===== src/dcache_settings.svh =====
`ifndef DCACHE_SETTINGS_SVH
`define DCACHE_SETTINGS_SVH

// address split, msb to lsb: tag | index | word | byte
`define DCACHE_INDEX_W     4
`define DCACHE_WORD_OFF_W  2
`define DCACHE_OFF_W       (`DCACHE_WORD_OFF_W + 2)
`define DCACHE_TAG_W       (32 - `DCACHE_INDEX_W - `DCACHE_OFF_W)

`define DCACHE_WORDS       (1 << `DCACHE_WORD_OFF_W)
`define DCACHE_LINE_BYTES  (4 * `DCACHE_WORDS)
`define DCACHE_LINE_W      (32 * `DCACHE_WORDS)

// fixed at two, the replacement state is one bit per set
`define DCACHE_WAYS        2

// access size codes
`define DCACHE_SIZE_B      2'd0
`define DCACHE_SIZE_H      2'd1
`define DCACHE_SIZE_W      2'd2

`endif


===== src/dcache_pkg.sv =====
`include "dcache_settings.svh"

package dcache_pkg;

    typedef enum logic [1:0] {
        SIZE_B = `DCACHE_SIZE_B,
        SIZE_H = `DCACHE_SIZE_H,
        SIZE_W = `DCACHE_SIZE_W
    } size_e;

    // one request from the pipeline
    typedef struct packed {
        logic [31:0] addr;
        logic [31:0] wdata;
        logic        write;   // 1 for store
        size_e       size;
        logic        sign;    // sign-extend loads
    } req_t;

    // a line seen flat for byte merging, or as words for load select
    typedef union packed {
        logic [`DCACHE_LINE_W-1:0]          flat;
        logic [`DCACHE_WORDS-1:0][31:0]     words;
    } line_u;

    typedef struct packed {
        logic                     valid;
        logic [`DCACHE_TAG_W-1:0] tag;
    } tagv_t;

    typedef struct packed {
        logic [31:0] addr;    // line aligned
        line_u       line;
    } mem_xfer_t;

    // write command into the arrays, lands at the next edge
    typedef struct packed {
        logic [`DCACHE_INDEX_W-1:0]    index;
        logic [`DCACHE_WAYS-1:0]       way;      // one-hot, zero for no write
        logic [`DCACHE_LINE_BYTES-1:0] byte_en;
        line_u                         data;
        logic                          tag_we;
        logic [`DCACHE_TAG_W-1:0]      tag;
        logic                          dirty_we;
        logic                          dirty;
    } arr_wr_t;

endpackage


===== src/dcache_align.sv =====
`timescale 1ns/1ps
`include "dcache_settings.svh"

module dcache_align (
    input  logic [`DCACHE_OFF_W-1:0]       i_addr_low,
    input  dcache_pkg::size_e              i_size,
    input  logic                           i_signed,
    input  logic [31:0]                    i_wdata,
    input  dcache_pkg::line_u              i_line,
    output dcache_pkg::line_u              o_line_wdata,
    output logic [`DCACHE_LINE_BYTES-1:0]  o_byte_en,
    output logic [31:0]                    o_rdata
);

    logic [1:0]                       byte_off;
    logic [`DCACHE_WORD_OFF_W-1:0]    word_off;
    logic [3:0]                       lane_en;
    logic [31:0]                      lane_data;
    logic [31:0]                      ld_word;

    assign byte_off = i_addr_low[1:0];
    assign word_off = i_addr_low[`DCACHE_OFF_W-1:2];

    always_comb begin
        case (i_size)
            dcache_pkg::SIZE_B: lane_en = 4'b0001;
            dcache_pkg::SIZE_H: lane_en = 4'b0011;
            default:            lane_en = 4'b1111;
        endcase
    end

    // store data copied into every word, byte enables pick the lanes
    assign lane_data          = i_wdata << {byte_off, 3'b000};
    assign o_line_wdata.words = {`DCACHE_WORDS{lane_data}};
    assign o_byte_en = {{(`DCACHE_LINE_BYTES-4){1'b0}}, 4'(lane_en << byte_off)}
                       << {word_off, 2'b00};

    assign ld_word = i_line.words[word_off] >> {byte_off, 3'b000};

    always_comb begin
        case (i_size)
            dcache_pkg::SIZE_B: o_rdata = {{24{i_signed & ld_word[7]}}, ld_word[7:0]};
            dcache_pkg::SIZE_H: o_rdata = {{16{i_signed & ld_word[15]}}, ld_word[15:0]};
            default:            o_rdata = ld_word;
        endcase
    end

endmodule


===== src/dcache_arrays.sv =====
`timescale 1ns/1ps
`include "dcache_settings.svh"

module dcache_arrays (
    input  logic                                 clk,
    input  logic                                 rstn,
    input  logic [`DCACHE_INDEX_W-1:0]           i_rd_index,
    input  dcache_pkg::arr_wr_t                  i_wr,
    input  logic                                 i_lru_visit,
    input  logic                                 i_lru_way,
    output dcache_pkg::tagv_t [`DCACHE_WAYS-1:0] o_tagv,
    output dcache_pkg::line_u [`DCACHE_WAYS-1:0] o_data,
    output logic [`DCACHE_WAYS-1:0]              o_dirty,
    output logic                                 o_lru
);

    localparam int SETS       = 1 << `DCACHE_INDEX_W;
    localparam int LINE_BYTES = `DCACHE_LINE_BYTES;

    logic [SETS-1:0] lru_q;

    genvar w;
    generate
        for (w = 0; w < `DCACHE_WAYS; w++) begin : g_way
            logic [LINE_BYTES-1:0][7:0] data_mem [SETS];
            logic [`DCACHE_TAG_W-1:0]   tag_mem [SETS];
            logic [SETS-1:0]            valid_q;
            logic [SETS-1:0]            dirty_q;
            logic                       same_set;
            logic [LINE_BYTES-1:0][7:0] rd_line;
            dcache_pkg::line_u          data_q;
            dcache_pkg::tagv_t          tagv_q;
            logic                       dirty_rd_q;

            assign same_set = i_wr.way[w] && (i_wr.index == i_rd_index);

            // write-first, a store hit is seen by the request right behind it
            always_comb begin
                rd_line = data_mem[i_rd_index];
                for (int b = 0; b < LINE_BYTES; b++) begin
                    if (same_set && i_wr.byte_en[b]) begin
                        rd_line[b] = i_wr.data.flat[8*b +: 8];
                    end
                end
            end

            always_ff @(posedge clk) begin
                for (int b = 0; b < LINE_BYTES; b++) begin
                    if (i_wr.way[w] && i_wr.byte_en[b]) begin
                        data_mem[i_wr.index][b] <= i_wr.data.flat[8*b +: 8];
                    end
                end
                if (i_wr.way[w] && i_wr.tag_we) begin
                    tag_mem[i_wr.index] <= i_wr.tag;
                end
                data_q       <= rd_line;
                tagv_q.tag   <= (same_set && i_wr.tag_we) ? i_wr.tag : tag_mem[i_rd_index];
                tagv_q.valid <= (same_set && i_wr.tag_we) || valid_q[i_rd_index];
                dirty_rd_q   <= (same_set && i_wr.dirty_we) ? i_wr.dirty : dirty_q[i_rd_index];
            end

            always_ff @(posedge clk) begin
                if (!rstn) begin
                    valid_q <= '0;
                    dirty_q <= '0;
                end else begin
                    if (i_wr.way[w] && i_wr.tag_we) valid_q[i_wr.index] <= 1'b1;
                    if (i_wr.way[w] && i_wr.dirty_we) dirty_q[i_wr.index] <= i_wr.dirty;
                end
            end

            assign o_data[w]  = data_q;
            assign o_tagv[w]  = tagv_q;
            assign o_dirty[w] = dirty_rd_q;
        end
    endgenerate

    // visits use the set of the current write command
    always_ff @(posedge clk) begin
        if (!rstn) begin
            lru_q <= '0;
        end else if (i_lru_visit) begin
            lru_q[i_wr.index] <= i_lru_way;
        end
    end

    always_ff @(posedge clk) begin
        o_lru <= (i_lru_visit && (i_wr.index == i_rd_index)) ? i_lru_way : lru_q[i_rd_index];
    end

endmodule


===== src/dcache_mem_port.sv =====
`timescale 1ns/1ps
`include "dcache_settings.svh"

module dcache_mem_port (
    input  logic                  clk,
    input  logic                  rstn,
    input  logic                  i_refill_start,
    input  logic [31:0]           i_refill_addr,
    output logic                  o_refill_done,
    output dcache_pkg::line_u     o_refill_line,
    input  logic                  i_wb_start,
    input  dcache_pkg::mem_xfer_t i_wb,
    output logic                  o_wb_idle,
    output logic                  o_mem_rd_valid,
    input  logic                  i_mem_rd_ready,
    output logic [31:0]           o_mem_rd_addr,
    input  dcache_pkg::line_u     i_mem_rd_line,
    output logic                  o_mem_wr_valid,
    input  logic                  i_mem_wr_ready,
    output dcache_pkg::mem_xfer_t o_mem_wr
);

    typedef enum logic {
        WB_IDLE,
        WB_WRITE
    } wb_state_e;

    wb_state_e             wb_state_q;
    dcache_pkg::mem_xfer_t wb_buf;
    logic                  rd_hs;

    assign rd_hs = o_mem_rd_valid && i_mem_rd_ready;

    // line read, held until memory takes it
    always_ff @(posedge clk) begin
        if (!rstn) begin
            o_mem_rd_valid <= 1'b0;
            o_refill_done  <= 1'b0;
        end else begin
            if (i_refill_start) o_mem_rd_valid <= 1'b1;
            else if (rd_hs) o_mem_rd_valid <= 1'b0;
            o_refill_done <= rd_hs;  // one cycle after the handshake
        end
    end

    always_ff @(posedge clk) begin
        if (i_refill_start) o_mem_rd_addr <= i_refill_addr;
        if (rd_hs) o_refill_line <= i_mem_rd_line;  // return buffer
    end

    // write-back engine, runs beside the refill
    always_ff @(posedge clk) begin
        if (!rstn) begin
            wb_state_q <= WB_IDLE;
        end else begin
            case (wb_state_q)
                WB_IDLE:  if (i_wb_start) wb_state_q <= WB_WRITE;
                WB_WRITE: if (i_mem_wr_ready) wb_state_q <= WB_IDLE;
                default:  wb_state_q <= WB_IDLE;
            endcase
        end
    end

    always_ff @(posedge clk) begin
        if (i_wb_start && (wb_state_q == WB_IDLE)) begin
            wb_buf <= i_wb;
        end
    end

    assign o_mem_wr_valid = (wb_state_q == WB_WRITE);
    assign o_mem_wr       = wb_buf;
    assign o_wb_idle      = (wb_state_q == WB_IDLE);

endmodule


===== src/dcache_lookup.sv =====
`timescale 1ns/1ps
`include "dcache_settings.svh"

module dcache_lookup (
    input  logic                                 clk,
    input  logic                                 rstn,
    input  logic                                 i_req_valid,
    input  dcache_pkg::req_t                     i_req,
    output logic                                 o_req_ready,
    output logic                                 o_rsp_valid,
    output logic [31:0]                          o_rsp_rdata,
    output logic [`DCACHE_INDEX_W-1:0]           o_rd_index,
    input  dcache_pkg::tagv_t [`DCACHE_WAYS-1:0] i_tagv,
    input  dcache_pkg::line_u [`DCACHE_WAYS-1:0] i_data,
    input  logic [`DCACHE_WAYS-1:0]              i_dirty,
    input  logic                                 i_lru,
    output dcache_pkg::arr_wr_t                  o_arr_wr,
    output logic                                 o_lru_visit,
    output logic                                 o_lru_way,
    output logic                                 o_refill_start,
    output logic [31:0]                          o_refill_addr,
    input  logic                                 i_refill_done,
    input  dcache_pkg::line_u                    i_refill_line,
    output logic                                 o_wb_start,
    output dcache_pkg::mem_xfer_t                o_wb,
    input  logic                                 i_wb_idle
);

    typedef enum logic [2:0] {
        S_IDLE,
        S_LOOKUP,
        S_MISS,
        S_REFILL,
        S_WAIT_WR
    } state_e;

    state_e                          state_q, state_d;
    dcache_pkg::req_t                req_q;
    logic                            vic_q;        // way chosen on the miss
    logic [`DCACHE_TAG_W-1:0]        req_tag;
    logic [`DCACHE_INDEX_W-1:0]      req_index;
    logic [`DCACHE_WAYS-1:0]         hit;
    logic                            hit_way;
    logic                            victim;
    logic                            lookup_hit, lookup_miss, wait_done;
    logic [`DCACHE_WAYS-1:0]         vic_onehot;
    dcache_pkg::line_u               rd_line;
    dcache_pkg::line_u               st_line;
    logic [`DCACHE_LINE_BYTES-1:0]   st_en;
    logic [31:0]                     ld_data;
    dcache_pkg::line_u               merged;

    assign req_tag   = req_q.addr[31 -: `DCACHE_TAG_W];
    assign req_index = req_q.addr[`DCACHE_OFF_W +: `DCACHE_INDEX_W];

    // arrays start reading the next set as soon as it shows up
    assign o_rd_index = i_req.addr[`DCACHE_OFF_W +: `DCACHE_INDEX_W];

    assign hit[0]  = i_tagv[0].valid && (i_tagv[0].tag == req_tag);
    assign hit[1]  = i_tagv[1].valid && (i_tagv[1].tag == req_tag);
    assign hit_way = hit[1];
    assign victim  = ~i_lru;  // lru holds the last visited way

    assign lookup_hit  = (state_q == S_LOOKUP) && (|hit);
    assign lookup_miss = (state_q == S_LOOKUP) && !(|hit);
    assign wait_done   = (state_q == S_WAIT_WR) && i_wb_idle;
    assign vic_onehot  = vic_q ? 2'b10 : 2'b01;

    assign o_req_ready = (state_q == S_IDLE) || lookup_hit || wait_done;
    assign o_rsp_valid = lookup_hit || wait_done;
    assign o_rsp_rdata = req_q.write ? 32'd0 : ld_data;

    // hit data while looking up, refill buffer afterwards
    assign rd_line = (state_q == S_LOOKUP) ? i_data[hit_way] : i_refill_line;

    dcache_align u_align (
        .i_addr_low   (req_q.addr[`DCACHE_OFF_W-1:0]),
        .i_size       (req_q.size),
        .i_signed     (req_q.sign),
        .i_wdata      (req_q.wdata),
        .i_line       (rd_line),
        .o_line_wdata (st_line),
        .o_byte_en    (st_en),
        .o_rdata      (ld_data)
    );

    // pending store bytes over the returned line
    always_comb begin
        merged = i_refill_line;
        for (int b = 0; b < `DCACHE_LINE_BYTES; b++) begin
            if (req_q.write && st_en[b]) begin
                merged.flat[8*b +: 8] = st_line.flat[8*b +: 8];
            end
        end
    end

    always_comb begin
        o_arr_wr         = '0;
        o_arr_wr.index   = req_index;
        o_arr_wr.tag     = req_tag;
        o_arr_wr.data    = st_line;
        o_arr_wr.byte_en = st_en;
        o_arr_wr.dirty   = req_q.write;
        if (lookup_hit && req_q.write) begin
            o_arr_wr.way      = hit;
            o_arr_wr.dirty_we = 1'b1;
        end else if (state_q == S_REFILL) begin
            o_arr_wr.way      = vic_onehot;
            o_arr_wr.byte_en  = '1;        // whole line
            o_arr_wr.data     = merged;
            o_arr_wr.tag_we   = 1'b1;
            o_arr_wr.dirty_we = 1'b1;
        end
    end

    assign o_lru_visit = lookup_hit || (state_q == S_REFILL);
    assign o_lru_way   = (state_q == S_REFILL) ? vic_q : hit_way;

    assign o_refill_start = lookup_miss;
    assign o_refill_addr  = {req_tag, req_index, {`DCACHE_OFF_W{1'b0}}};

    // victim goes out only when it holds stores
    assign o_wb_start = lookup_miss && i_dirty[victim];
    assign o_wb.addr  = {i_tagv[victim].tag, req_index, {`DCACHE_OFF_W{1'b0}}};
    assign o_wb.line  = i_data[victim];

    always_comb begin
        state_d = state_q;
        case (state_q)
            S_IDLE: begin
                if (i_req_valid) state_d = S_LOOKUP;
            end
            S_LOOKUP: begin
                if (!(|hit)) state_d = S_MISS;
                else if (!i_req_valid) state_d = S_IDLE;
            end
            S_MISS: begin
                if (i_refill_done) state_d = S_REFILL;
            end
            S_REFILL: state_d = S_WAIT_WR;
            S_WAIT_WR: begin
                if (i_wb_idle) state_d = i_req_valid ? S_LOOKUP : S_IDLE;
            end
            default: state_d = S_IDLE;
        endcase
    end

    always_ff @(posedge clk) begin
        if (!rstn) begin
            state_q <= S_IDLE;
        end else begin
            state_q <= state_d;
        end
    end

    always_ff @(posedge clk) begin
        if (i_req_valid && o_req_ready) begin
            req_q <= i_req;
        end
        if (lookup_miss) begin
            vic_q <= victim;
        end
    end

endmodule


===== src/dcache_top.sv =====
`timescale 1ns/1ps
`include "dcache_settings.svh"

module dcache_top (
    input  logic                  clk,
    input  logic                  rstn,
    input  logic                  i_req_valid,
    input  dcache_pkg::req_t      i_req,
    output logic                  o_req_ready,
    output logic                  o_rsp_valid,
    output logic [31:0]           o_rsp_rdata,
    output logic                  o_mem_rd_valid,
    input  logic                  i_mem_rd_ready,
    output logic [31:0]           o_mem_rd_addr,
    input  dcache_pkg::line_u     i_mem_rd_line,
    output logic                  o_mem_wr_valid,
    input  logic                  i_mem_wr_ready,
    output dcache_pkg::mem_xfer_t o_mem_wr
);

    logic [`DCACHE_INDEX_W-1:0]              rd_index;
    dcache_pkg::tagv_t [`DCACHE_WAYS-1:0]    tagv;
    dcache_pkg::line_u [`DCACHE_WAYS-1:0]    data;
    logic [`DCACHE_WAYS-1:0]                 dirty;
    logic                                    lru;
    dcache_pkg::arr_wr_t                     arr_wr;
    logic                                    lru_visit;
    logic                                    lru_way;
    logic                                    refill_start;
    logic [31:0]                             refill_addr;
    logic                                    refill_done;
    dcache_pkg::line_u                       refill_line;
    logic                                    wb_start;
    dcache_pkg::mem_xfer_t                   wb;
    logic                                    wb_idle;

    dcache_lookup u_lookup (
        .clk            (clk),
        .rstn           (rstn),
        .i_req_valid    (i_req_valid),
        .i_req          (i_req),
        .o_req_ready    (o_req_ready),
        .o_rsp_valid    (o_rsp_valid),
        .o_rsp_rdata    (o_rsp_rdata),
        .o_rd_index     (rd_index),
        .i_tagv         (tagv),
        .i_data         (data),
        .i_dirty        (dirty),
        .i_lru          (lru),
        .o_arr_wr       (arr_wr),
        .o_lru_visit    (lru_visit),
        .o_lru_way      (lru_way),
        .o_refill_start (refill_start),
        .o_refill_addr  (refill_addr),
        .i_refill_done  (refill_done),
        .i_refill_line  (refill_line),
        .o_wb_start     (wb_start),
        .o_wb           (wb),
        .i_wb_idle      (wb_idle)
    );

    dcache_arrays u_arrays (
        .clk         (clk),
        .rstn        (rstn),
        .i_rd_index  (rd_index),
        .i_wr        (arr_wr),
        .i_lru_visit (lru_visit),
        .i_lru_way   (lru_way),
        .o_tagv      (tagv),
        .o_data      (data),
        .o_dirty     (dirty),
        .o_lru       (lru)
    );

    dcache_mem_port u_mem_port (
        .clk            (clk),
        .rstn           (rstn),
        .i_refill_start (refill_start),
        .i_refill_addr  (refill_addr),
        .o_refill_done  (refill_done),
        .o_refill_line  (refill_line),
        .i_wb_start     (wb_start),
        .i_wb           (wb),
        .o_wb_idle      (wb_idle),
        .o_mem_rd_valid (o_mem_rd_valid),
        .i_mem_rd_ready (i_mem_rd_ready),
        .o_mem_rd_addr  (o_mem_rd_addr),
        .i_mem_rd_line  (i_mem_rd_line),
        .o_mem_wr_valid (o_mem_wr_valid),
        .i_mem_wr_ready (i_mem_wr_ready),
        .o_mem_wr       (o_mem_wr)
    );

endmodule


===== config.mk =====
export PLATFORM = sky130hd
export DESIGN_NAME = dcache_top
export DESIGN_NICKNAME = d
export VERILOG_FILES = /design/src/dcache_pkg.sv /design/src/dcache_align.sv /design/src/dcache_arrays.sv /design/src/dcache_mem_port.sv /design/src/dcache_lookup.sv /design/src/dcache_top.sv
export VERILOG_INCLUDE_DIRS = /design/src
export SDC_FILE = /design/constraint.sdc
export NUM_CORES = 2
export LEC_CHECK = 0
export CAP_MARGIN = 20
export CELL_PAD_IN_SITES_DETAIL_PLACEMENT = 0
export CELL_PAD_IN_SITES_GLOBAL_PLACEMENT = 1
export CORE_UTILIZATION = 45
export CTS_CLUSTER_DIAMETER = 120
export CTS_CLUSTER_SIZE = 10
export DETAILED_ROUTE_END_ITERATION = 16
export DONT_BUFFER_PORTS = 1
export MAX_ROUTING_LAYER = met4
export PLACE_DENSITY_LB_ADDON = 0.3
export SKIP_LAST_GASP = 1
export SYNTH_ARGS = -nofsm -noshare
export SYNTH_HDL_FRONTEND = slang
export SYNTH_HIERARCHICAL = 1
export SYNTH_MEMORY_MAX_BITS = 65536
export SYNTH_SLANG_ARGS = --single-unit

===== constraint.sdc =====
create_clock -name clk -period 32.7 [get_ports clk]
set_clock_uncertainty 0.15 [all_clocks]
set_input_delay 6.54 -clock clk [delete_from_list [all_inputs] [get_ports clk]]
set_output_delay 6.54 -clock clk [all_outputs]
set_load 0.01 [all_outputs]

### After elaboration in Yosys (flattened, before gate mapping)

Memory sizes are Yosys's and may differ from the RTL's. A register that Yosys moved wholly into a read port is not among the register bits.
Cells that the tools add are included.

* reductions and logical operators: 82
* muxes and demuxes: 135
* bitwise operators: 6
* shift operators: 4
* $lt $le $gt $ge: 6
* equality and inequality tests: 12

Operator list (number)
* 128-bit 2-to-1 mux: 5
* 147-bit 2-to-1 mux: 1
* 145-bit 2-to-1 mux: 1
* 8-bit 2-to-1 mux: 16
* 1-bit 2-to-1 mux: 87
* 1-bit logical AND: 70
* 32-bit binary-select mux with 2-bit select: 1
* 32-bit 2-to-1 mux: 2
* 32-bit one-hot mux with 2 select lines: 1
* 16-bit bitwise mux: 3
* 24-bit equality test: 2
* 24-bit 2-to-1 mux: 2
* 16-bit OR: 2
* 32-bit by 5-bit << shifter with 32-bit output: 1
* 32-bit by 5-bit right shift with 32-bit output: 1
* 1-bit binary-select mux with 4-bit select: 5
* 4-bit by 4-bit << shifter with 16-bit output: 1
* 3-bit 2-to-1 mux: 5
* 3-bit one-hot mux with 5 select lines: 1
* 4-bit by 5-bit less-than comparator with 1-bit output (second input constant): 2
* 4-bit one-hot mux with 2 select lines: 1
* 3-bit by 2-bit equality test with 1-bit output (second input constant): 2
* 1-bit logical OR: 6
* 1-bit demux with 4-bit select: 1
* 21 further kinds: 26

* input bits: 201
* RAM bits: 4864
* word-level logic and storage cells: 273
* output and inout port bits: 228
* register bits after elaboration: 472
* memories kept: 4

Memories
* u_arrays.g_way[0].data_mem: words 16, bits a word 128, read ports 1, clocked after memory_dff 1, wr ports 1, RTL line dcache_arrays.sv:25 `logic [LINE_BYTES-1:0][7:0] data_mem [SETS];`
* u_arrays.g_way[1].data_mem: words 16, bits a word 128, read ports 1, clocked after memory_dff 1, wr ports 1, RTL line dcache_arrays.sv:25
* u_arrays.g_way[0].tag_mem: words 16, bits a word 24, read ports 1, clocked after memory_dff 1, wr ports 1, RTL line dcache_arrays.sv:26 `` logic [`DCACHE_TAG_W-1:0] tag_mem [SETS]; ``
* u_arrays.g_way[1].tag_mem: words 16, bits a word 24, read ports 1, clocked after memory_dff 1, wr ports 1, RTL line dcache_arrays.sv:26

### Longest topological paths before layout

* depth in word-level cells: 11
* gate-level depth with buffers: 22
* mapped depth without buffers: 15

### Hierarchy

The synthesis kept the hierarchy.

Modules (own cells, without submodules)
* dcache_arrays: times used 1, cells each 8262, sequential area each 147841.8 um^2, area an instance 189626.9 um^2
* dcache_lookup: times used 1, cells each 1067, sequential area each 2132.0 um^2, area an instance 9728.1 um^2
* dcache_mem_port: times used 1, cells each 331, sequential area each 9669.3 um^2, area an instance 9719.3 um^2
* dcache_align: times used 1, cells each 375, sequential area each 0.0 um^2, area an instance 3228.1 um^2

### Least setup slack after synthesis

OpenSTA, ideal clock, no wires.

* path kind: register to register
* start point: register (tool-made name)
* end point: register u_mem_port.wb_buf (netlist bit u_mem_port/o_mem_wr[0]) (enable)
* stages on the path, launching flop included: 15
* setup slack: 19.631 ns
* arrival: 12.217 ns
* data required time: 31.849 ns
* path through: dfxtp_1 -> buf_2 -> buf_6 -> buf_2 -> clkbuf_1 -> mux4_2 -> mux4_2 -> xor2_1 -> nor4_1 -> and3_1 -> and4_1 -> clkbuf_1 -> nor3_1 -> nor2b_1 -> nor2b_1

RTL lines
* end signal: assignment: RTL line dcache_mem_port.sv:66 `wb_buf <= i_wb;`
* end: declaration: RTL line dcache_mem_port.sv:29 `dcache_pkg::mem_xfer_t wb_buf;`

==> flow_summary.toml <==
[placement]
dp.cells = 15694
gp_congestion = 0.961
portBuffers = 0
hpwlAfterDp_um = 426000

[detailed_routing]
highest_layer = "met4"
via_per_inst = 6.46
wl_met2_um = 301000
antenna_left = 0
firstDrtPassIters = 6
wl_met3_um = 74100
wl_per_cell_um = 39.4
drc = 0
m1WireLength_um = 238000
wirelength_um = 651000
drt_iter0_drc = 15312
via_count = 106872

[clocking]
cts_hold_buf = 0
htree_levels = 6
clk_path_buf_depth = 4
cts_resized = 0
cts_setup_buffers = 0
cts.clk_slew.worst_paths_ns = 0.06
cts_sinks = 5348
tritoncts = "yes"
numCtsBuffers = 605
clk_latency_ns = 1.11
clockRootBuffer = "clkbuf_16"

[synthesis]
synth_top_area_share = 0.743
ys_warn_count = 6
yosysSeqAreaShare = 0.752
synthArstFlopShare = 0
ys_types = 50
synthTopCellsByCount = "edfxtp_1 (5253), mux4_2 (1423), nor2_1 (577)"
avgSynthCellArea_um2 = 21.2
synth_most_common_cell = "edfxtp_1"
synthTopCellsByArea = "edfxtp_1 (74%), mux4_2 (15%), mux2_2 (1.6%)"
synth_edf_count = 5253
syn_area_um2 = 212000
synth_top_area_cell = "edfxtp_1"
ys.flop_type = "edfxtp_1"
synth-seq-cells = 5348
netlist_instances = 10035

[floorplanning]
io_pins = 429
dieArea_um2 = 475000
die_h_um = 689
chipWidth_um = 689
rows = 251
core_um2 = 469000
start_util = 0.453

[sta]
hold_viol = 0
relSlewSlack = 0.117
max_freq_mhz = 58.5
setup_viol = 0
slew_violations = 0
worst_pin_slew_ns = 1.31
period_share = 0.523
rsz0062_at_grt = "false"
fin_crit_ns = 17.09
fin_setup_tns_ns = 0

[worst_setup_path]
crit_type = "reg -> out"
crit_path_start_kind = "flip-flop"
r2r_setup_slack_ns = 23.47
crit_fanout = 112
crit_end = "o_rsp_rdata[18]"
end_kind = "primary output"
required_ns = 26.01
ff2ff_path_depth = 15
r2r-end = "u_arrays/g_way[0].data_mem[13][93]$_DFFE_PP_"
worst_ep_arrival_time_ns = 10.40

[power_and_ir_drop]
p_leak_nw = 73.4
finalPower_w = 0.0146
p_per_area_nw_per_um2 = 62.0
vdd_drop_max_uv = 67.3

[grt]
grt_usage = 0.280
antenna_found_initial = 84
grt_pass1_wl_um = 885000
grt_pass1_vias = 104830
grt_max_degree = 136
overflow = 0

[flow_run]
max_cap_viol_count = 0

[finish]
syn_to_final_growth_pct = 10.8
final_cell_count_no_fill = 16535
nets = 10312
layout-drive-gt1-share = 0.267

[outcome]
status = "finished clean"

[worst_hold_path]
hp-class = "reg -> reg"
## worst min path at each step
stage                                                           from                                         end  slack (ns)  depth (start not counted)
final                      u_arrays/g_way[0].valid_q[6]$_SDFFE_PN0N_   u_arrays/g_way[0].valid_q[6]$_SDFFE_PN0N_        0.31                          1
after global routing      u_arrays/g_way[1].valid_q[14]$_SDFFE_PN0N_  u_arrays/g_way[1].valid_q[14]$_SDFFE_PN0N_        0.32                          1
after CTS                 u_arrays/g_way[0].valid_q[10]$_SDFFE_PN0N_  u_arrays/g_way[0].valid_q[10]$_SDFFE_PN0N_        0.31                          1
after detailed placement  u_arrays/g_way[0].valid_q[10]$_SDFFE_PN0N_  u_arrays/g_way[0].valid_q[10]$_SDFFE_PN0N_        0.30                          1
after global placement    u_arrays/g_way[0].valid_q[10]$_SDFFE_PN0N_  u_arrays/g_way[0].valid_q[10]$_SDFFE_PN0N_        0.29                          1
after floorplan           u_arrays/g_way[0].valid_q[10]$_SDFFE_PN0N_  u_arrays/g_way[0].valid_q[10]$_SDFFE_PN0N_        0.29                          1
## logic make-up (layout without fill, tap and decap cells)
family | count (synthesis) | after routing | share of synthesized area
DFF | 5348 | 5348 | 0.752
buffers and inverters | 790 | 958 | 0.0202
AOI/OAI and AO/OA | 616 | 616 | 0.0178
xor gates and xnor gates | 53 | 53 | 0.00219
and+or+nand+nor | 1181 | 1181 | 0.0247
muxes | 2046 | 2046 | 0.183
other | 1 | 135 | 0.0000177
## through the flow
stage | cell area (µm²) | hold slack, ns | setup WS, ns | util
after floorplan | 212000 | 0.285 | 19.63 | -
after global placement | 218000 | 0.291 | 16.71 | 0.466
after detailed placement | 218000 | 0.300 | 16.65 | 0.466
after CTS | 235000 | 0.312 | 15.50 | 0.501
after global routing | 235000 | 0.321 | 15.12 | 0.502
final | 235000 | 0.311 | 15.61 | 0.502
## power breakdown
group | switching (W) | total (W) | internal, W
clock network | 0.00262 | 0.00595 | 0.00334
logic | 0.000683 | 0.000961 | 0.000278
registers | 0.0000335 | 0.00767 | 0.00764
## flip-flops by register name, summed over array words and instances, names as in the netlist, 2 cells and up, named ones only
name                       flops
u_arrays/g_way.data_mem     4096
u_arrays/g_way.tag_mem       768
u_mem_port/o_mem_wr          160
u_mem_port/o_refill_line     128
u_lookup/req_q                39
u_arrays/g_way.dirty_q        32
u_arrays/g_way.valid_q        32
u_mem_port/o_mem_rd_addr      32
u_lookup/o_arr_wr             29
u_arrays/lru_q                16
u_lookup/state_q               3
u_arrays/g_way.dirty_rd_q      2
u_arrays/o_tagv                2
## routing by layer
layer | vias to the layer above | global-route usage
li1 | 41268 | -
met1 | 57885 | 0.358
met2 | 6450 | 0.411
met3 | 1269 | 0.0778
met4 | 0 | 0.148
met5 | - | -
## final cells by class
| class | instances | area (µm²) |
|---|---|---|
| Fill cell | 36689 | 233000 |
| Sequential cell | 5348 | 160000 |
| Multi-Input combinational cell | 3904 | 48900 |
| Clock buffer | 651 | 15400 |
| Tap cell | 6198 | 7750 |
| Timing Repair Buffer | 246 | 2100 |
| Clock inverter | 55 | 930 |
| Antenna cell | 127 | 318 |
| Inverter | 6 | 22.5 |
## critical path: stages (launching register included)
cell and delay, ns:
dfxtp_4 0.65, buf_12 0.70, buf_4 0.53, buf_16 0.30
buf_4 0.76, mux4_2 0.59, mux4_2 0.52, xnor2_1 0.15
nand3_1 0.14, nor3_1 0.11, nand4_1 0.11, buf_4 0.53
buf_4 0.61, buf_4 0.72, mux2i_1 0.16, o21ai_0 0.29
buf_4 0.17, mux2i_1 0.07, a221oi_2 0.74, nand4_2 0.52
nand3_1 0.27, nor2b_1 0.27
## layout by cell type (no fill, tap or decap), types with 37 or more instances in the layout
master,netlist,routed
nand2_1,248,236
nor2_1,577,536
buf_4,259,222
o21a_1,37,37
nor2b_1,195,194
mux2_2,302,302
edfxtp_1,5253,5253
a211oi_1,152,152
mux2i_1,308,308
xnor2_1,41,41
clkbuf_1,319,40
dfxtp_1,95,90
diode_2,0,127
nand3_1,73,67
o21ai_0,196,162
nor2_4,0,38
clkbuf_16,0,611
a21boi_0,49,48
mux4_2,1423,1423
a21oi_1,160,152
(Power assumes the default switching activity.)
